### config.mk
export PLATFORM = sky130hd
export DESIGN_NAME = fetch_pc
export DESIGN_NICKNAME = d
export VERILOG_FILES = /design/src/common/fetch_pkg.sv /design/src/rtl/fetch_pc.sv
export SDC_FILE = /design/constraint.sdc
export NUM_CORES = 1
export LEC_CHECK = 0
export BUFFER_PORTS_ARGS = -buffer_cell sky130_fd_sc_hd__buf_2
export CAP_MARGIN = 20
export CORE_MARGIN = 8
export CORE_UTILIZATION = 53
export CTS_BUF_LIST = sky130_fd_sc_hd__clkbuf_8
export DETAILED_ROUTE_END_ITERATION = 8
export PLACE_DENSITY_LB_ADDON = 0.2
export SYNTH_ARGS = -nofsm -noshare
export SYNTH_HDL_FRONTEND = slang
export SYNTH_SLANG_ARGS = --single-unit
### constraint.sdc
create_clock -name clock -period 3 [get_ports clock]
set_input_delay 0.6 -clock clock [delete_from_list [all_inputs] [get_ports clock]]
set_output_delay 0.6 -clock clock [all_outputs]
set_load 0.005 [all_outputs]
### src/common/fetch_pkg.sv
// Fetch types: addresses, instruction words, memory bus commands and requests, fetch packets
package fetch_pkg;

  ////////////////////////////////////////
  // Basic widths
  ////////////////////////////////////////

  typedef logic [63:0] addr_t;     // Byte address
  typedef logic [31:0] inst_t;     // One instruction word
  typedef logic [63:0] block_t;    // Memory and cache block
  typedef logic [3:0]  mem_tag_t;  // Zero means no tag

  ////////////////////////////////////////
  // Memory bus
  ////////////////////////////////////////

  typedef enum logic [1:0] {
    BUS_NONE  = 2'h0,
    BUS_LOAD  = 2'h1,
    BUS_STORE = 2'h2
  } bus_cmd_e;

  // 130 bits on the bus
  typedef struct packed {
    bus_cmd_e cmd;
    addr_t    addr;
    block_t   data;   // Store data only
  } bus_req_t;

  ////////////////////////////////////////
  // Fetch output
  ////////////////////////////////////////

  // IF/ID style packet, 97 bits
  typedef struct packed {
    logic  valid;
    addr_t npc;
    inst_t ir;
  } fetch_pkt_t;

  // Alpha no-op, ir of an empty packet
  localparam inst_t NOOP_INST = 32'h47ff_041f;

  localparam addr_t RESET_PC = 64'h0;

endpackage

### src/rtl/fetch_pc.sv
// Program counter with redirect and stall, plus the registered fetch packet
module fetch_pc (
  input  logic                  clock,
  input  logic                  rst_n,
  input  logic                  stall,        // Back-pressure from decode
  input  logic                  redirect,     // Mispredict recovery
  input  fetch_pkg::addr_t      redirect_pc,
  input  logic                  hit,
  input  fetch_pkg::block_t     hit_block,
  output fetch_pkg::addr_t      fetch_addr,
  output fetch_pkg::fetch_pkt_t packet
);
  import fetch_pkg::*;

  addr_t pc_plus4;
  inst_t sel_word;
  logic  advance;

  assign pc_plus4 = fetch_addr + 64'd4;

  // Bit 2 picks the upper word of the block
  assign sel_word = fetch_addr[2] ? hit_block[63:32] : hit_block[31:0];

  assign advance = hit && !stall;  // Always predict not taken

  ////////////////////////////////////////
  // PC register
  ////////////////////////////////////////

  always_ff @(posedge clock or negedge rst_n)
  begin
    if (!rst_n)
    begin
      fetch_addr <= RESET_PC;
    end
    else if (redirect)
    begin
      fetch_addr <= redirect_pc;  // Wins over stall
    end
    else if (advance)
    begin
      fetch_addr <= pc_plus4;
    end
  end

  ////////////////////////////////////////
  // Fetch packet register
  ////////////////////////////////////////

  always_ff @(posedge clock or negedge rst_n)
  begin
    if (!rst_n)
    begin
      packet <= '{valid: 1'b0, npc: RESET_PC, ir: NOOP_INST};
    end
    else if (redirect)
    begin
      // Squash whatever was fetched on the wrong path
      packet.valid <= 1'b0;
      packet.ir    <= NOOP_INST;
    end
    else if (!stall)
    begin
      packet.valid <= hit;           // Bubble on a miss
      packet.npc   <= pc_plus4;
      packet.ir    <= hit ? sel_word : NOOP_INST;
    end
  end

  // Decode sees the same packet for as long as it stalls
  a_stall_holds_packet : assert property (
    @(posedge clock) disable iff (!rst_n)
    stall && !redirect |=> $stable(packet)
  ) else $error("fetch packet changed under stall");

endmodule

==> out/results.txt <==
Area contributors post-synth: dfrtp_1 (41%), nand2_1 (7.1%), xnor2_1 (6.4%), dfstp_2 (5.4%), o21ai_0 (5.0%)
RSZ-0062 raised after global routing: false
Die ar.: 0.02084 sq mm
Row count: 47
Width of the chip: 144.4 um
1st-iter DRT viols: 759
Post-CTS Resized: 0
Relative slew slack: 0.4693
Most frequent cells in the layout: buf_2 (291), nand2_1 (165), dfrtp_1 (142), o21ai_0 (88), xnor2_1 (64)
Outcome: finished, final reports clean
Max Cap Viol: 0
Final setup vio count: 0
Post-Syn Area: 0.008732 sq mm
DRT antenna net count: 0
Grt peak-use layer: met2
Met3 Use GR: 0.06306
CP Class: reg2reg
Antenna violations before repair: 3
Hold Crit Class: in2async
CTS clock-pin slew for the worst setup and hold paths: 0.09 ns
Critical Path RT: 3.35 ns
Via Count: 8426
Placer Congestion: 0.9202
Pins over their slew limit: 0
Syn Area/Cell: 8.892 sq um
Syn nets: 1116
Routed len/inst: 19.17 um
# DRC: 0
Hold Fails Final Rpt: 0
Startpoint types: flip-flop
Post-DP Area: 0.01041 sq mm
Std-Cell Core Area: 0.01635 sq mm
Syn. warnings: 0
Drt pass-1 iters: 5
Largest stage delay on the critical path: 0.67 ns
Worst path cell trace: ha_1 > nand3_2 > or4_1 > or3_1 > o211a_1 > a221o_1
Final worst clock skew: 0.01212 ns
Synth Flop Type: dfrtp_1
First-pass GRT wire length: 44150 um
Final period utilization: 0.8546
Port-buffer cells: 293
Synth top area share: 0.4098
CP Max Fanout: 8
Synth area leader: dfrtp_1
Worst reg2reg path depth: 6
#FFs+latches synth: 161
TritonCTS clock tree: yes
Gate Count Post-Synth: 982
CP Capture Type: flip-flop
Clk root buf: clkbuf_8
Final setup TNS: 0 ns
Ys async rst share: 1.000
Fillers: 1423
Final min period: 2.564 ns
Vias per cell: 5.713
Final Cell Area: 0.01081 sq mm
FF-to-FF Start: fetch_addr[3]
Seq/Total Area, Yosys: 0.4640
Clk sink count: 161
Final worst setup slack: 0.4363 ns
Setup WS pre-CTS: 0.4548 ns
WHS: 0.02162 ns
Post-DP HPWL: 21200 um
Die Y: 144.4 um
Crit Reg-Reg Endpoint: fetch_addr[42]
Critical path's slowest cell: or4_1
Max Freq: 0.3901 GHz
Met1 GRT Util: 0.3678
Met2 usage: 0.4199
GRT Util Overall: 0.2705
Post-CTS Setup Bufs: 0
Worst path arrival time: 2.91 ns
CTS Buf Count: 17
Syn-to-layout area delta: 23.84%
Routed WL: 28280 um
Nets: 1375
Share of layout cells above drive strength 1: 0.3150
I/O pin total: 294
Number of synthesized flops with an enable pin: 0
Vias in the first global route: 8141
Clock buffer depth: 2
P_leak: 4.765 nW
Clk_lat worst skew: 0.46 ns
Global route overflow: 0
Reg-to-reg setup timing slack: 0.44 ns
Largest net degree at the start of global routing: 62
Worst Max-Slew Pin Slew: 0.7888 ns
Worst VDD drop: 0.2457 mV
H-Tree Depth: 4
Cts hold-fix bufs: 0
Commonest non-fill, non-tap cell in the layout: buf_2
Initial Utilization: 0.5341
Synth unique cells: 49
P per Cell Area: 489.3 mW/mm^2
[sequential cells by signal, indices dropped and copies added, names as in the netlist]
signal      flops
fetch_addr     64
packet         97
[stage by stage]
stage               utilization  total power, mW  std cells
floorplan                     -            3.147        982
global placement         0.6367            3.672       1442
detailed placement       0.6367            3.701       1442
CTS                      0.6613            5.337       1474
global route             0.6615            5.559       1475
finish                   0.6615            5.291       1475
[cell families after synthesis]
family	after synthesis	synth area share
buf+inv	89	0.04155
compound gates	171	0.1096
fa+ha+maj	1	0.001433
flops	161	0.4640
simple gates	433	0.2498
mux	40	0.04643
xor+xnor	87	0.08726
[how the worst max path moves through the flow]
stage                        startpoint              to  slack [ns]  depth (start not counted)
final                     fetch_addr[3]  fetch_addr[42]        0.44                          6
after global placement    fetch_addr[3]      packet[74]        0.52                          7
after global routing      fetch_addr[3]      packet[74]        0.28                          7
after floorplan           fetch_addr[3]  fetch_addr[42]        0.58                          7
after CTS                 fetch_addr[3]      packet[74]        0.44                          7
after detailed placement  fetch_addr[3]      packet[74]        0.45                          7
[critical path, delay by kind of cell (launching register included)]
family / cells / cell delay (ns)
flip-flops: 1 / 0.42
AO/OA/AOI/OAI: 2 / 0.48
adder cells (fa/ha/maj): 1 / 0.26
AND/OR/NAND/NOR: 3 / 1.30
[Yosys cell counts (22+ instances only)]
library cell / instances
mux2i_1: 36
nand4_1: 40
o21ai_0: 88
nor3_1: 28
nand3_1: 35
nand2_1: 165
xor2_1: 23
o21ai_1: 25
a21oi_1: 22
nor4_1: 35
dfrtp_1: 143
nor2_1: 52
clkbuf_1: 61
xnor2_1: 64
[power breakdown]
group	leakage, nW	switching (mW)	total, mW	internal [mW]
clock network	0.216	0.830	1.64	0.809
logic	2.60	0.527	0.989	0.462
registers	1.95	0.257	2.66	2.41
[routing by layer]
metal  vias to the layer above  routed length, um  part of all wire
li1                       3985                  -                 -
met1                      3993              11860              0.42
met2                       397              13190              0.47
met3                        47               2694             0.095
met4                         4                520             0.018
met5                         -                 23           0.00081
[layout make-up]
class	count	area [sq um]	share of cell area
multi-input combinational	732	4329	0.4003
sequential	161	4053	0.3748
timing repair buffer	324	1733	0.1602
clock buffer	20	275.3	0.02545
tap	220	275.3	0.02545
clock inverter	12	127.6	0.01180
inverter	5	18.77	0.001736
antenna	1	2.502	0.0002314
Note: power is estimated with default switching activity, not from simulation.
