`config.mk`:
```
export PLATFORM = sky130hd
export DESIGN_NAME = mem_bus_arbiter
export DESIGN_NICKNAME = d
export VERILOG_FILES = /design/src/common/fetch_pkg.sv /design/src/rtl/mem_bus_arbiter.sv
export SDC_FILE = /design/constraint.sdc
export NUM_CORES = 1
export LEC_CHECK = 0
export ABC_AREA = 1
export BUFFER_PORTS_ARGS = -buffer_cell sky130_fd_sc_hd__buf_2
export CAP_MARGIN = 20
export CELL_PAD_IN_SITES_DETAIL_PLACEMENT = 1
export CELL_PAD_IN_SITES_GLOBAL_PLACEMENT = 1
export CORE_AREA = 4 4 156 158
export DETAILED_ROUTE_END_ITERATION = 8
export DIE_AREA = 0 0 160 162
export GPL_TIMING_DRIVEN = 0
export PLACE_DENSITY = 0.6
export SLEW_MARGIN = 20
export SYNTH_ARGS = -nofsm -noshare
export SYNTH_HDL_FRONTEND = slang
export SYNTH_SLANG_ARGS = --single-unit
```
`constraint.sdc`:
```
create_clock -name vclk -period 1.31
set_input_delay 0.262 -clock vclk [all_inputs]
set_output_delay 0.262 -clock vclk [all_outputs]
set_load 0.02 [all_outputs]
```
`src/common/fetch_pkg.sv`:
```
// Fetch types: addresses, instruction words, memory bus commands and requests, fetch packets
package fetch_pkg;

  ////////////////////////////////////////
  // Basic widths
  ////////////////////////////////////////

  typedef logic [63:0] addr_t;     // Byte address
  typedef logic [31:0] inst_t;     // One instruction word
  typedef logic [63:0] block_t;    // Memory and cache block
  typedef logic [3:0]  mem_tag_t;  // Zero means no tag

  ////////////////////////////////////////
  // Memory bus
  ////////////////////////////////////////

  typedef enum logic [1:0] {
    BUS_NONE  = 2'h0,
    BUS_LOAD  = 2'h1,
    BUS_STORE = 2'h2
  } bus_cmd_e;

  // 130 bits on the bus
  typedef struct packed {
    bus_cmd_e cmd;
    addr_t    addr;
    block_t   data;   // Store data only
  } bus_req_t;

  ////////////////////////////////////////
  // Fetch output
  ////////////////////////////////////////

  // IF/ID style packet, 97 bits
  typedef struct packed {
    logic  valid;
    addr_t npc;
    inst_t ir;
  } fetch_pkt_t;

  // Alpha no-op, ir of an empty packet
  localparam inst_t NOOP_INST = 32'h47ff_041f;

  localparam addr_t RESET_PC = 64'h0;

endpackage

```
`src/rtl/mem_bus_arbiter.sv`:
```
// Memory bus arbiter with data-side priority and response routing
module mem_bus_arbiter (
  input  fetch_pkg::bus_req_t imem_req,
  input  fetch_pkg::bus_req_t dmem_req,
  input  fetch_pkg::mem_tag_t mem2proc_response,
  output fetch_pkg::bus_req_t proc2mem,
  output fetch_pkg::mem_tag_t imem_response,
  output fetch_pkg::mem_tag_t dmem_response
);
  import fetch_pkg::*;

  logic dmem_active;

  ////////////////////////////////////////
  // Grant and routing
  ////////////////////////////////////////

  always_comb
  begin
    dmem_active = (dmem_req.cmd != BUS_NONE);  // Data side always wins

    if (dmem_active)
    begin
      proc2mem      = dmem_req;
      dmem_response = mem2proc_response;
      imem_response = '0;                       // Fetch retries next cycle
    end
    else
    begin
      proc2mem      = imem_req;
      dmem_response = '0;
      imem_response = mem2proc_response;
    end

    // Acceptance tag goes to one side only
    a_one_owner : assert (!((imem_response != '0) && (dmem_response != '0)))
      else $error("bus response routed to both sides");
  end

endmodule

```
==> summary.txt, run 1 <==
===========================================================================
Antenna violations before repair                                          0
First-pass detailed-route iteration total                                 4
Number of global-route vias before repair                              5162
Vias after detailed routing                                            4742
DP HPWL                                                            15400 um
Maximum number of pins on one net before global-route repair             11
Fraction of synthesized area in multiplexers                             0%
Most instantiated cells after synthesis                        nand2_1 (260), o21ai_0 (121), clkbuf_1 (20)
Top-level port count                                                    402
Xor/xnor share of the synthesized area                                   0%
Unrepaired setup endpoints after global routing                         yes
Most instantiated library cell after synthesis                      nand2_1
Final RePlAce weighted congestion                                     0.805
Largest fanout of any net on the critical path                            7
Area contributors post-synth                                   nand2_1 (51%), o21ai_0 (32%), clkbuf_1 (4.0%)
Area share of fa/ha/maj cells after synthesis                            0%
Post-synthesis instance area                                     1900 sq um
Sequential fraction of the synthesis area                                0%
Number of hold violations in the final report                             0
DRC                                                                       0
Synthesized-area fraction occupied by and/or/nand/nor cells           53.6%
Number of nets produced by synthesis                                    710
CP top delay family                                            buffers and inverters
First-pass GRT wire length                                         28600 um
Data required time of the critical path                             1.05 ns
Largest voltage drop on the vdd net                                0.142 mV
Net count of the finished layout                                       1140
Number of diodes added for antenna fixing                                 0
WL per Instance                                                     18.2 um
Final core utilization                                                28.1%
Core region area                                                23100 sq um
Worst hold-check path type                                        in -> out
Yosys top cell area share                                             51.4%
Worst path setup slack after routing                              -0.222 ns
Area taken by flip-flops and latches                                0 sq um
Width of the die                                                     160 um
Iteration-0 DRC Markers                                                 163
Rows                                                                     56
Final critical path time including I/O delays and setup             1.53 ns
Routed wire length                                                 21200 um
Final ANT Viol Nets                                                       0
Worst Path Buf+Inv                                                        5
Violations in the final reports                                negative setup slack
Final period util                                                      117%
Final Max Tran Viols                                                      0
Critical path's largest stage delay                                 0.16 ns
Type of the worst setup path                                      in -> out
Gate Count Post-Synth                                                   446
Via-per-instance ratio                                                 4.07
Post-synth top area cell                                            nand2_1
Max Cap Violations                                                        0
Layout sequential cell count                                              0
Total global-route track usage                                        13.8%
Least-Margin Pin Slew                                              0.505 ns
Status                                                         finished with violations
Number of warnings reported in the yosys synthesis log                    0
Highest achievable clock rate                                       653 MHz
Final worst hold slack                                             0.817 ns
Count of buffers from port buffering                                    401
Die Y-Extent                                                         162 um
Critical path arrival                                               1.27 ns
Worst slew slack as a fraction of its limit                           66.3%
Capturing element type of the critical path                    primary output
Distinct cell type count of the synthesized netlist                      10
Total power density per cell area                               429 nW/um^2
Syn Area/Cell                                                    4.26 sq um
Remaining Overflow, GRT                                                   0
Starting density of the core                                          8.21%
Synth Area in Compound Gates                                          33.8%
Largest family of logic cells by synthesized area              simple AND/OR/NAND/NOR gates
Die area                                                        25900 sq um
CP startpoint kind                                             primary input
Cells along the critical path                                  buf_16 > nor2_4 > buf_12 > buf_16 > clkbuf_16 > nand2_1 > nand2_1 > buf_6
Share of cells above drive strength 1                                 73.0%
Layout-stage area growth over the synthesis result                     243%
Max stage delay cell, worst path                                     buf_12
Static leakage                                                      3.54 nW
Setup-violating endpoint count in the final report                      138
Clock buffer count in the final layout                                    0
===========================================================================
## power by group
group	total, W	leakage [nW]	switching, W	internal [W]
Sequential	0	0	0	0
Combinational	0.00279	3.54	0.00145	0.00135
Clock	0	0	0	0
## final cells by class
| class | count | area, sq um |
|---|---|---|
| Tap cell | 290 | 363 |
| Fill cell | 2915 | 16600 |
| Inverter | 7 | 33.8 |
| Multi-Input combinational cell | 397 | 2370 |
| Buffer | 40 | 449 |
| Timing Repair Buffer | 430 | 3290 |
## path summary, 6_finish.rpt
path | from | end | slack, ns | depth (start not counted)
hold / removal | imem_req[42] | proc2mem[42] | 0.82 | 4
setup / recovery | dmem_req[129] | proc2mem[78] | -0.22 | 8
## kinds of logic (layout without fill, tap and decap cells)
| family | count (synthesis) | after routing |
|---|---|---|
| AND/OR/NAND/NOR | 269 | 269 |
| AO/OA/AOI/OAI | 128 | 128 |
| buffers and inverters | 49 | 477 |
## stage by stage
step	total power (W)	area [sq um]	TNS, ns	setup WS, ns	cells
after detailed placement	0.00181	4270	-61.19	-0.847	1137
after global placement	0.00180	4270	-58.43	-0.804	1137
after CTS	0.00244	5610	-18.31	-0.223	1152
final	0.00279	6510	-17.51	-0.222	1164
after global routing	0.00298	6510	-25.87	-0.277	1164
after floorplan	0.000906	1900	0	0.00558	446
## cell usage in the layout (no fill, tap or decap)
cell type	count
nand2_4	39
inv_8	1
o21ai_4	3
buf_16	6
buf_2	266
nand2_1	109
buf_8	6
clkbuf_16	9
nand2_2	111
nor2_4	9
nand2_8	1
o21ai_0	65
inv_1	6
o21ai_2	8
buf_6	113
o21ai_1	52
buf_12	14
clkbuf_2	13
clkbuf_8	1
buf_4	38
clkbuf_1	4
## routing by layer
layer / part of all wire [%] / wire (um) / GRT usage (%)
met1: 38 / 8050 / 16.0
met4: 2.9 / 606 / 3.32
met2: 53 / 11200 / 26.1
met3: 6.3 / 1340 / 2.59
met5: 0 / 0 / 0
## timing repair
item                                   4_1_cts  5_1_grt
setup buffers                               11        7
pin swaps                                    5        6
endpoints found under the hold margin        0        0
cloned                                       5        7
hold buffers                                 0        0
setup endpoints to repair                  138      138
gates resized for setup                    378      241
(Power assumes the default switching activity.)
==> run 2: changes to the inputs <==
--- a/config.mk
+++ b/config.mk
@@ -15,6 +15,7 @@
 export DIE_AREA = 0 0 160 162
 export GPL_TIMING_DRIVEN = 0
 export PLACE_DENSITY = 0.6
+export SETUP_SLACK_MARGIN = 0.02
 export SLEW_MARGIN = 20
 export SYNTH_ARGS = -nofsm -noshare
 export SYNTH_HDL_FRONTEND = slang
==> run 2 against run 1 <==
The run still ends with negative setup slack left. Worst hold slack worse by 0.0014 ns. First-iteration DRC count is 0.61% lower. Sequential share of layout area stayed put. Clock-buffer cell count stayed put. Wire length is 7.7% lower. Global-route usage is 0.28 points lower. Maximum frequency is 2.2% higher. Utilization is 2.3 points lower. Critical path depth is 1 higher. Worst setup slack better by 0.033 ns. Die area stayed put. Cell area is 8.0% lower. Critical path type unchanged. Critical endpoint is now proc2mem[106]. Largest cell class unchanged.
==> summary.txt, run 2 (synthesis gave the netlist of run 1 again) <==
============================================================================
Via-per-instance ratio                                                  3.99
Rows                                                                      56
Total power density per cell area                                426 nW/um^2
Overall power consumption                                          0.00255 W
Post-route standard cell area excluding fillers                   5990 sq um
Startpoint of the lowest-slack hold path                        imem_req[121]
Layout-stage area growth over the synthesis result                      215%
Antenna violations before repair                                           0
Unrepaired setup endpoints after global routing                          yes
Count of buffers from port buffering                                     401
Number of diodes added for antenna fixing                                  0
First-pass detailed-route iteration total                                  4
Type of the worst setup path                                       in -> out
Die Y-Extent                                                          162 um
Post-Place Worst Slack                                              -1.01 ns
Area after detailed placement                                     4440 sq um
Least-Margin Pin Slew                                               0.495 ns
Worst hold-check path type                                         in -> out
Violations in the final reports                                 negative setup slack
Maximum number of pins on one net before global-route repair              12
Share of cells above drive strength 1                                  70.0%
Highest achievable clock rate                                        667 MHz
Largest fanout of any net on the critical path                             5
Hold Path Depth                                                            4
WL per Instance                                                      16.9 um
Setup-violating endpoint count in the final report                       136
CP startpoint kind                                              primary input
Number of hold violations in the final report                              0
Vias after detailed routing                                             4609
Total global-route track usage                                         13.5%
Final RePlAce weighted congestion                                      0.824
Max Cap Violations                                                         0
Net count of the finished layout                                        1130
Status                                                          finished with violations
Routed wire length                                                  19500 um
Final ANT Viol Nets                                                        0
Top-level port count                                                     402
Final core utilization                                                 25.9%
Iteration-0 DRC Markers                                                  162
Final critical path time including I/O delays and setup              1.50 ns
Commonest non-fill, non-tap cell in the layout                         buf_2
Static leakage                                                       3.36 nW
Starting density of the core                                           8.21%
Data required time of the critical path                              1.05 ns
Critical path arrival                                                1.24 ns
Final Max Tran Viols                                                       0
Layout sequential cell count                                               0
Worst path setup slack after routing                               -0.189 ns
DP HPWL                                                             15200 um
DRC                                                                        0
Clock buffer count in the final layout                                     0
Number of global-route vias before repair                               4983
Capturing element type of the critical path                     primary output
End point of the most critical hold path                        proc2mem[121]
Largest voltage drop on the vdd net                                 0.113 mV
Remaining Overflow, GRT                                                    0
First-pass GRT wire length                                          28300 um
Die area                                                         25900 sq um
Worst slew slack as a fraction of its limit                            67.0%
Area taken by flip-flops and latches                                 0 sq um
Core region area                                                 23100 sq um
Top library cells by usage in the layout, fill and taps aside   buf_2 (313), nand2_1 (139), nand2_2 (84)
Width of the die                                                      160 um
Final period util                                                       114%
============================================================================
run 2: layout make-up:
type                            count  area [sq um]
Tap cell                          290           363
Buffer                             41           467
Multi-Input combinational cell    397          2270
Fill cell                        2970         17100
Timing Repair Buffer              419          2850
Inverter                            7          33.8
run 2: repair_timing:
item,CTS,global route
setup buffers,11,2
cloned,7,1
endpoints found under the setup margin,138,138
pin swaps,7,6
hold buffers,0,0
gates resized for setup,374,76
run 2: power breakdown:
part           leakage (nW)  total (W)  internal (W)  switching [W]
logic                  3.36    0.00255       0.00118        0.00137
registers                 0          0             0              0
clock network             0          0             0              0
run 2: routing by layer:
metal	vias to the layer above	GRT usage (%)	share of wire, %
li1	2270	-	-
met1	2105	16.1	40
met2	226	26.4	53
met3	8	2.51	6.2
met4	0	0.665	0.71
met5	-	0	0
run 2: worst max-delay path: stages:
cell,delay [ns]
buf_16,0.11
nor2_4,0.13
buf_12,0.13
buf_16,0.12
buf_12,0.11
buf_16,0.12
nand2_4,0.05
nand2_2,0.07
buf_6,0.11
run 2: through the flow:
step	instances	hold WS, ns	TNS (ns)
5_1_grt	1154	0.826	-24.21
6_report	1154	0.816	-15.13
3_5_place_dp	1137	0.842	-65.27
2_1_floorplan	446	0.665	0
4_1_cts	1155	0.816	-14.96
3_3_place_gp	1137	0.837	-63.02
run 2: worst max path at each step:
| stage | slack (ns) | start | cells after the start | endpoint |
|---|---|---|---|---|
| final | -0.19 | dmem_req[129] | 9 | proc2mem[106] |
| after global routing | -0.25 | dmem_req[129] | 9 | proc2mem[106] |
| after CTS | -0.20 | dmem_req[128] | 9 | proc2mem[53] |
| after detailed placement | -1.01 | dmem_req[128] | 6 | proc2mem[42] |
| after global placement | -0.99 | dmem_req[128] | 6 | proc2mem[42] |
| after floorplan | 0.006 | dmem_req[129] | 5 | imem_response[0] |
