--- src/common/fetch_pkg.sv ---
// Fetch types: addresses, instruction words, memory bus commands and requests, fetch packets
package fetch_pkg;

  ////////////////////////////////////////
  // Basic widths
  ////////////////////////////////////////

  typedef logic [63:0] addr_t;     // Byte address
  typedef logic [31:0] inst_t;     // One instruction word
  typedef logic [63:0] block_t;    // Memory and cache block
  typedef logic [3:0]  mem_tag_t;  // Zero means no tag

  ////////////////////////////////////////
  // Memory bus
  ////////////////////////////////////////

  typedef enum logic [1:0] {
    BUS_NONE  = 2'h0,
    BUS_LOAD  = 2'h1,
    BUS_STORE = 2'h2
  } bus_cmd_e;

  // 130 bits on the bus
  typedef struct packed {
    bus_cmd_e cmd;
    addr_t    addr;
    block_t   data;   // Store data only
  } bus_req_t;

  ////////////////////////////////////////
  // Fetch output
  ////////////////////////////////////////

  // IF/ID style packet, 97 bits
  typedef struct packed {
    logic  valid;
    addr_t npc;
    inst_t ir;
  } fetch_pkt_t;

  // Alpha no-op, ir of an empty packet
  localparam inst_t NOOP_INST = 32'h47ff_041f;

  localparam addr_t RESET_PC = 64'h0;

endpackage

--- src/common/cache_pkg.sv ---
// Cache geometry constants, index and tag types, and the line fill struct
package cache_pkg;

  ////////////////////////////////////////
  // Geometry
  ////////////////////////////////////////

  localparam int OFFSET_BITS      = 3;   // 8 byte blocks
  localparam int DEFAULT_IDX_BITS = 7;   // 128 lines
  localparam int TAG_BITS         = 22;  // Covers addresses below 2^32

  typedef logic [DEFAULT_IDX_BITS-1:0] idx_t;
  typedef logic [TAG_BITS-1:0]         tag_t;

  ////////////////////////////////////////
  // Line fill
  ////////////////////////////////////////

  // Written into the arrays at the edge after it is presented, 93 bits
  typedef struct packed {
    idx_t              idx;
    tag_t              tag;
    fetch_pkg::block_t data;
  } cache_fill_t;

endpackage

--- src/icache/icache_ctrl.sv ---
// Instruction cache controller: hit detection, miss request, outstanding tag and line fill
module icache_ctrl #(
  parameter int IDX_BITS = cache_pkg::DEFAULT_IDX_BITS
) (
  input  logic                   clock,
  input  logic                   rst_n,
  input  fetch_pkg::addr_t       fetch_addr,
  input  fetch_pkg::mem_tag_t    imem_response,  // Nonzero when the request is taken
  input  fetch_pkg::mem_tag_t    mem2proc_tag,
  input  fetch_pkg::block_t      mem2proc_data,
  input  fetch_pkg::block_t      rd_data,
  input  logic                   rd_valid,
  output logic                   hit,
  output fetch_pkg::block_t      hit_block,
  output fetch_pkg::bus_req_t    imem_req,
  output logic [IDX_BITS-1:0]    rd_idx,
  output cache_pkg::tag_t        rd_tag,
  output cache_pkg::cache_fill_t fill,
  output logic                   fill_en
);
  import fetch_pkg::*;
  import cache_pkg::*;

  // Boot gives the bus one quiet cycle out of reset
  typedef enum logic [1:0] {
    IC_BOOT,
    IC_IDLE,
    IC_WAIT
  } ic_state_e;

  ic_state_e           state;
  mem_tag_t            wait_tag;   // Tag of the outstanding load
  logic [IDX_BITS-1:0] miss_idx;
  tag_t                miss_tag;
  logic                accepted;

  ////////////////////////////////////////
  // Address split and hit
  ////////////////////////////////////////

  assign rd_idx    = fetch_addr[OFFSET_BITS +: IDX_BITS];
  assign rd_tag    = fetch_addr[OFFSET_BITS + IDX_BITS +: TAG_BITS];
  assign hit       = rd_valid;
  assign hit_block = rd_data;

  ////////////////////////////////////////
  // Miss request
  ////////////////////////////////////////

  // Repeats each cycle until the arbiter hands back a tag
  always_comb
  begin
    imem_req.cmd  = (state == IC_IDLE && !rd_valid) ? BUS_LOAD : BUS_NONE;
    imem_req.addr = {fetch_addr[63:OFFSET_BITS], {OFFSET_BITS{1'b0}}};  // Block aligned
    imem_req.data = '0;
  end

  assign accepted = (imem_req.cmd == BUS_LOAD) && (imem_response != '0);

  // Returning block for our tag goes straight into the arrays
  assign fill_en = (state == IC_WAIT) && (mem2proc_tag == wait_tag);
  assign fill    = '{idx: idx_t'(miss_idx), tag: miss_tag, data: mem2proc_data};

  always_ff @(posedge clock or negedge rst_n)
  begin
    if (!rst_n)
    begin
      state    <= IC_BOOT;
      wait_tag <= '0;
    end
    else
    begin
      case (state)
        IC_BOOT:
        begin
          state <= IC_IDLE;
        end
        IC_IDLE:
        begin
          if (accepted)
          begin
            state    <= IC_WAIT;
            wait_tag <= imem_response;
          end
        end
        default:
        begin
          // Completes even after a redirect moved the PC away
          if (fill_en)
          begin
            state    <= IC_IDLE;
            wait_tag <= '0;
          end
        end
      endcase
    end
  end

  // Line the outstanding load belongs to
  always_ff @(posedge clock)
  begin
    if (accepted)
    begin
      miss_idx <= rd_idx;
      miss_tag <= rd_tag;
    end
  end

  // Arbiter only grants with a real tag
  a_wait_tag_nonzero : assert property (
    @(posedge clock) disable iff (!rst_n)
    state == IC_WAIT |-> wait_tag != '0
  ) else $error("icache waiting on tag zero");

endmodule

--- config.mk ---
export PLATFORM = sky130hd
export DESIGN_NAME = icache_ctrl
export DESIGN_NICKNAME = d
export VERILOG_FILES = /design/src/common/fetch_pkg.sv /design/src/common/cache_pkg.sv /design/src/icache/icache_ctrl.sv
export SDC_FILE = /design/constraint.sdc
export NUM_CORES = 1
export LEC_CHECK = 0
export ABC_AREA = 1
export BUFFER_PORTS_ARGS = -buffer_cell sky130_fd_sc_hd__buf_2
export CAP_MARGIN = 20
export CORE_AREA = 2 2 201 203
export DETAILED_ROUTE_END_ITERATION = 10
export DIE_AREA = 0 0 203 205
export PLACE_DENSITY_LB_ADDON = 0.05
export SLEW_MARGIN = 20
export SYNTH_ARGS = -nofsm -noshare
export SYNTH_HDL_FRONTEND = slang
export SYNTH_SLANG_ARGS = --single-unit
--- constraint.sdc ---
create_clock -name clock -period 1.65 [get_ports clock]
set_input_delay 0.0825 -clock clock [delete_from_list [all_inputs] [get_ports clock]]
set_output_delay 0.0825 -clock clock [all_outputs]
set_load 0.03 [all_outputs]
==> results of run 1 <==
[registers in the layout (all words and copies together) (netlist names)]
| name | count |
|---|---|
| wait_tag | 4 |
| miss_tag | 22 |
| miss_idx | 7 |
| state | 2 |
[how the worst max path moves through the flow]
| stage | start | to | slack (ps) | depth (start not counted) |
|---|---|---|---|---|
| global placement | state[1] | miss_idx[1] | 130 | 3 |
| CTS | state[0] | fill_en | 30 | 6 |
| finish | state[1] | miss_tag[16] | 150 | 3 |
| detailed placement | state[1] | miss_tag[17] | 100 | 3 |
| global route | state[1] | miss_idx[1] | 20 | 3 |
| floorplan | state[1] | miss_idx[0] | 150 | 3 |
[layout make-up]
cell class	count	area (um^2)	area share
clock buffer	7	143	0.0458
inverter	9	38.8	0.0125
multi-input combinational	101	419	0.135
clock inverter	1	5.00	0.00161
timing repair buffer	147	828	0.266
tap	525	657	0.211
sequential	35	1020	0.328
[power breakdown]
group	internal, mW	switching (mW)	leakage (nW)
sequential	1.12	0.0639	0.334
combinational	0.240	0.789	0.936
clock	0.600	0.395	0.0739
[metal layers]
metal  track usage  vias to the layer above
met4        0.0347                        2
li1              -                      640
met1        0.0321                      670
met5       0.00833                        -
met2        0.0706                      240
met3        0.0390                       67
[timing repair]
| item | in CTS | in global routing |
|---|---|---|
| hold buffers | 18 | 0 |
| setup endpoints to repair | 0 | 8 |
| gates resized for setup | 0 | 3 |
| endpoints found under the hold margin | 23 | 0 |
[critical path: cells and delay by family, from the launching register on]
family        cells  cell delay [ps]
buf+inv           1              290
flops             1              440
simple gates      2              410
[cell families (layout without fill, tap and decap cells)]
group / Yosys count / count (layout) / synth area share
simple gates: 30 / 30 / 0.0422
flops: 35 / 35 / 0.302
other cells: 1 / 68 / 0.00111
compound gates: 2 / 2 / 0.00296
buf+inv: 296 / 164 / 0.649
xor+xnor: 1 / 1 / 0.00259
[layout by cell type (no fill, tap or decap), drive strengths merged, types with 2 or more instances in the layout]
| master | n |
|---|---|
| buf | 128 |
| conb | 68 |
| edfxtp | 29 |
| dlygate4sd3 | 18 |
| nand2 | 16 |
| inv | 8 |
| clkbuf | 8 |
| nor2 | 7 |
| nand3 | 6 |
| dfrtp | 6 |
| clkinv | 2 |
==> impl_metrics.toml, run 1 <==
[status]
status = "finished, final reports clean"

[final_layout]
fill_cells = 4614
post-route-util = 0.0791
postLayoutCellArea_mm2 = 0.00311
final_layout_size_suffix_gt1_frac = 0.477
antenna_cells = 0
area_growth_pct = -7.89
nets = 502
fin_cells = 825

[setup_path]
crit_arrival_ps = 1450
crit_path_top_delay_cell = "dfrtp_2"
timing.rr.start = "state[1]"
r2r_slack_ps = 150
path_cells = "nor3_4 -> nand2_4 -> clkinv_4"
max_stage_delay_ps = 440
critPathCaptureType = "register"
worstRegToRegCells = 3
reg2reg_to = "miss_tag[16]"
crit_type = "register to register"
critPathLaunchType = "register"
crit_fanout = 33
required_ps = 1600

[placed_design]
placed_area_mm2 = 0.00278
dp_worst_setup_slack_ps = 105
io_buffers = 129
hpwlAfterDp_mm = 8.52
dp_cells = 799
place_congestion = 0.660

[routing]
wire_per_inst_um = 12.1
wl_met3_mm = 1.99
postRouteAntennaNets = 0
routed_via_density = 1.96
drc = 0
vias = 1619
met2_length_mm = 4.78
drt-total-wl_mm = 10.0
drt_iter0_drc = 68
dr.pass1.iters = 4
wirelength_met1_mm = 2.57
highest_layer = "met5"

[floorplan]
fp.dieW_um = 203
initial_core_util = 0.0858
die_y_um = 205
coreArea_mm2 = 0.0394
dieArea_mm2 = 0.0416
rows = 73
pin_count = 521

[grt]
grt_pass1_wl_mm = 12.3
grt-ovfl-total = 0
track_usage = 0.0439
grt_pass1_vias = 1498
grt_max_degree = 34
antenna_found_initial = 0

[min_path]
worstHoldStart = "fetch_addr[14]"
hold-path-cell-count = 1
hp-class = "input pin to register"
holdPathEnd = "miss_tag[4]"

[cts]
htree_levels = 2
clk_pin_slew_ps = 60
cts_made_buffers = 5
cts_tree = "yes"
insertion_delay_ps = 290
cts.sinks = 35
cts_setup_buffers = 0
clockBufferDepth = 2
root_buffer = "clkbuf_16"

[sta]
setup_ws_ps = 152
hold_viol_final = 0
clock.fmax_ghz = 0.667
rsz0062_at_grt = "false"
layout_min_cycle_time_ps = 1500
final.setup.tns_ps = 0
drv_slew = 0
post-route-period-util = 0.908
setup_viol = 0
hold_ws_ps = 6.86
finClkSkew_ps = 5.48

[yosys]
async_flop_share = 0.171
synth-seq-cells = 35
yosysSeqAreaShare = 0.302
synth_most_common_cell = "buf_4"
yosysTopAreaCellShare = 0.638
synth_area_leaders = "buf_4 64%, edfxtp_1 26%, dfrtp_1 4.4%"
post-synth-top-area-cell = "buf_4"
synth_cell_type_count = 16
syn_avg_cell_area_um2 = 9.26
ys_top_cells_by_count = "287 x buf_4, 29 x edfxtp_1, 15 x nand2_1, 7 x inv_1"
synth-edff-count = 29
netlist_instances = 365
synth_ff_type = "edfxtp_1"
ys_warn_count = 0
synth_area_mm2 = 0.00338

[power]
p_per_area_mw_per_mm2 = 1030
power_mw = 3.21
p_leak_nw = 1.34
vdd_ir_drop_max_v = 0.000304

[flow_run]
maxCapViolCount = 0
No activity file was read; power rests on OpenSTA's default activity.
==> run 2: changes to the inputs <==
--- a/config.mk
+++ b/config.mk
@@ -5,12 +5,11 @@
 export SDC_FILE = /design/constraint.sdc
 export NUM_CORES = 1
 export LEC_CHECK = 0
-export ABC_AREA = 1
 export BUFFER_PORTS_ARGS = -buffer_cell sky130_fd_sc_hd__buf_2
 export CAP_MARGIN = 20
-export CORE_AREA = 2 2 201 203
+export CORE_AREA = 2 2 205 207
 export DETAILED_ROUTE_END_ITERATION = 10
-export DIE_AREA = 0 0 203 205
+export DIE_AREA = 0 0 207 209
 export PLACE_DENSITY_LB_ADDON = 0.05
 export SLEW_MARGIN = 20
 export SYNTH_ARGS = -nofsm -noshare
==> run 2 against run 1 <==
  * The flow now finishes with violations (negative setup slack)
  * Via count up 0.86%
  * Critical path depth increased by 2
  * Final area is 2.9% higher
==> impl_metrics.toml, run 2 <==
[yosys]
syn_avg_cell_area_um2 = 9.75
synth_cell_type_count = 14
post-synth-top-area-cell = "buf_4"
synth_most_common_cell = "buf_4"
synth_area_leaders = "buf_4 65%, edfxtp_1 26%, dfrtp_1 4.5%"
async_flop_share = 0.171
synth_ff_type = "edfxtp_1"
yosysSeqAreaShare = 0.307
netlist_instances = 341
ys_top_cells_by_count = "287 x buf_4, 29 x edfxtp_1, 6 x dfrtp_1, 4 x a32o_1, 4 x xnor2_1"
yosysTopAreaCellShare = 0.648
ys_warn_count = 0
synth-seq-cells = 35
synth_area_mm2 = 0.00333
synth-edff-count = 29

[setup_path]
crit_fanout = 2
critPathCaptureType = "output pin"
reg2reg_to = "wait_tag[0]"
crit_arrival_ps = 1600
critPathLaunchType = "register"
timing.rr.start = "wait_tag[0]"
crit_type = "register to output pin"
required_ps = 1570
r2r_slack_ps = 20
worstRegToRegCells = 5

[grt]
grt_max_degree = 24
track_usage = 0.0561
antenna_found_initial = 1
grt_pass1_vias = 1567
grt_pass1_wl_mm = 15.9
grt-ovfl-total = 0

[final_layout]
largest_register_ffs = 22
layout_commonest_cell = "buf_2"
layout_common_cells = "128 x buf_2, 68 x conb_1, 29 x edfxtp_1"
reg_top3 = "miss_tag: 22 flops, miss_idx: 7 flops, wait_tag: 4 flops"
nets = 487
antenna_cells = 0
area_growth_pct = -3.72
top_register = "miss_tag"
final_layout_size_suffix_gt1_frac = 0.526
post-route-util = 0.0775

[power]
vdd_ir_drop_max_v = 0.000259
power.internal_mw = 2.01
power_switching_mw = 1.22
p_per_area_mw_per_mm2 = 1010
combPwrFrac = 0.336
p_seq_frac = 0.365
swShare = 0.378
power_mw = 3.23
clkPwrFrac = 0.298
p_leak_nw = 1.31

[placed_design]
io_buffers = 129
hpwlAfterDp_mm = 11.1
dp_worst_setup_slack_ps = -32.1
place_congestion = 0.599

[status]
violations = "negative setup slack"
status = "finished, violations left"

[routing]
drt-total-wl_mm = 12.7
routed_via_density = 1.98
postRouteAntennaNets = 0
vias = 1633
drt_iter0_drc = 12
drc = 0
dr.pass1.iters = 3
wire_per_inst_um = 15.4

[flow_run]
maxCapViolCount = 0

[sta]
setup_ws_ps = -27.7
setup_viol = 1
rsz0062_at_grt = "true"
layout_min_cycle_time_ps = 1680
clock.fmax_ghz = 0.596
hold_viol_final = 0
finClkSkew_ps = 4.05
drv_slew = 0
post-route-period-util = 1.02
hold_ws_ps = 10.9

[cts]
insertion_delay_ps = 290
clockBufferDepth = 2
root_buffer = "clkbuf_16"
cts_tree = "yes"
cts.sinks = 35
htree_levels = 2
cts_made_buffers = 5
clk_pin_slew_ps = 60

[floorplan]
rows = 75
die_y_um = 209
pin_count = 521
coreArea_mm2 = 0.0413
dieArea_mm2 = 0.0433
initial_core_util = 0.0805
fp.dieW_um = 207

[min_path]
holdPathEnd = "miss_tag[13]"
hp-class = "input pin to register"
worstHoldStart = "fetch_addr[23]"
hold-path-cell-count = 1
run 2: kinds of logic (layout without fill, tap and decap cells):
group / after synthesis / in the layout / share of synthesized area
flops: 35 / 35 / 0.307
buf+inv: 291 / 168 / 0.653
xor+xnor: 4 / 4 / 0.0105
simple gates: 3 / 3 / 0.00753
compound gates: 7 / 7 / 0.0211
other cells: 1 / 68 / 0.00113
run 2: worst max-delay path by stage:
| stage | startpoint | end | slack, ps | depth (start not counted) |
|---|---|---|---|---|
| after floorplan | state[0] | miss_idx[0] | -140 | 4 |
| after global placement | wait_tag[1] | wait_tag[2] | -20 | 4 |
| after detailed placement | wait_tag[1] | wait_tag[0] | -30 | 4 |
| after CTS | wait_tag[1] | fill_en | -110 | 5 |
| after global routing | wait_tag[0] | fill_en | -160 | 5 |
| final | wait_tag[0] | fill_en | -30 | 5 |
run 2: what timing repair did:
| action | CTS | global route |
|---|---|---|
| hold buffers | 21 | 0 |
| hold endpoints to repair | 26 | 0 |
| buffers inserted | 2 | 0 |
| pin swaps | 6 | 2 |
| setup endpoints to repair | 5 | 5 |
| gates resized for setup | 5 | 2 |
run 2: metrics by stage:
stage	setup TNS [ps]	instance area, um^2	std cells
final	-27.7	3200	824
after global routing	-623	3200	824
after CTS	-309	3190	824
after detailed placement	-122	2810	793
after global placement	-62.0	2810	793
after floorplan	-4210	3600	408
run 2: layer usage:
metal  GRT usage  up-vias  wire length, um
met3      0.0562       63             2790
met2      0.0924      303             6070
met4      0.0409        0              795
met5           0        -                0
li1            -      604                -
met1      0.0373      663             3030
run 2: final cells by class:
class                      instances  area [um^2]
timing repair buffer             157          927
multi-input combinational         82          428
clock buffer                       8          136
inverter                           3         15.0
sequential                        35         1020
tap                              539          674
fill                            4863        38100
run 2: worst max-delay path, cell delays in order (launching register included):
cell and delay [ps]:
dfrtp_1 410, xnor2_2 140, nand4_1 140, or3b_4 420
inv_2 70, buf_6 120
run 2: power groups by stage:
stage                     Sequential, mW  Combinational (mW)  Clock (mW)
after floorplan                     1.30                1.52           0
after global placement              1.19                1.03           0
after detailed placement            1.19                1.02           0
after CTS                           1.17                1.09        1.05
after global routing                1.19                1.16        1.08
final                               1.18                1.09       0.962
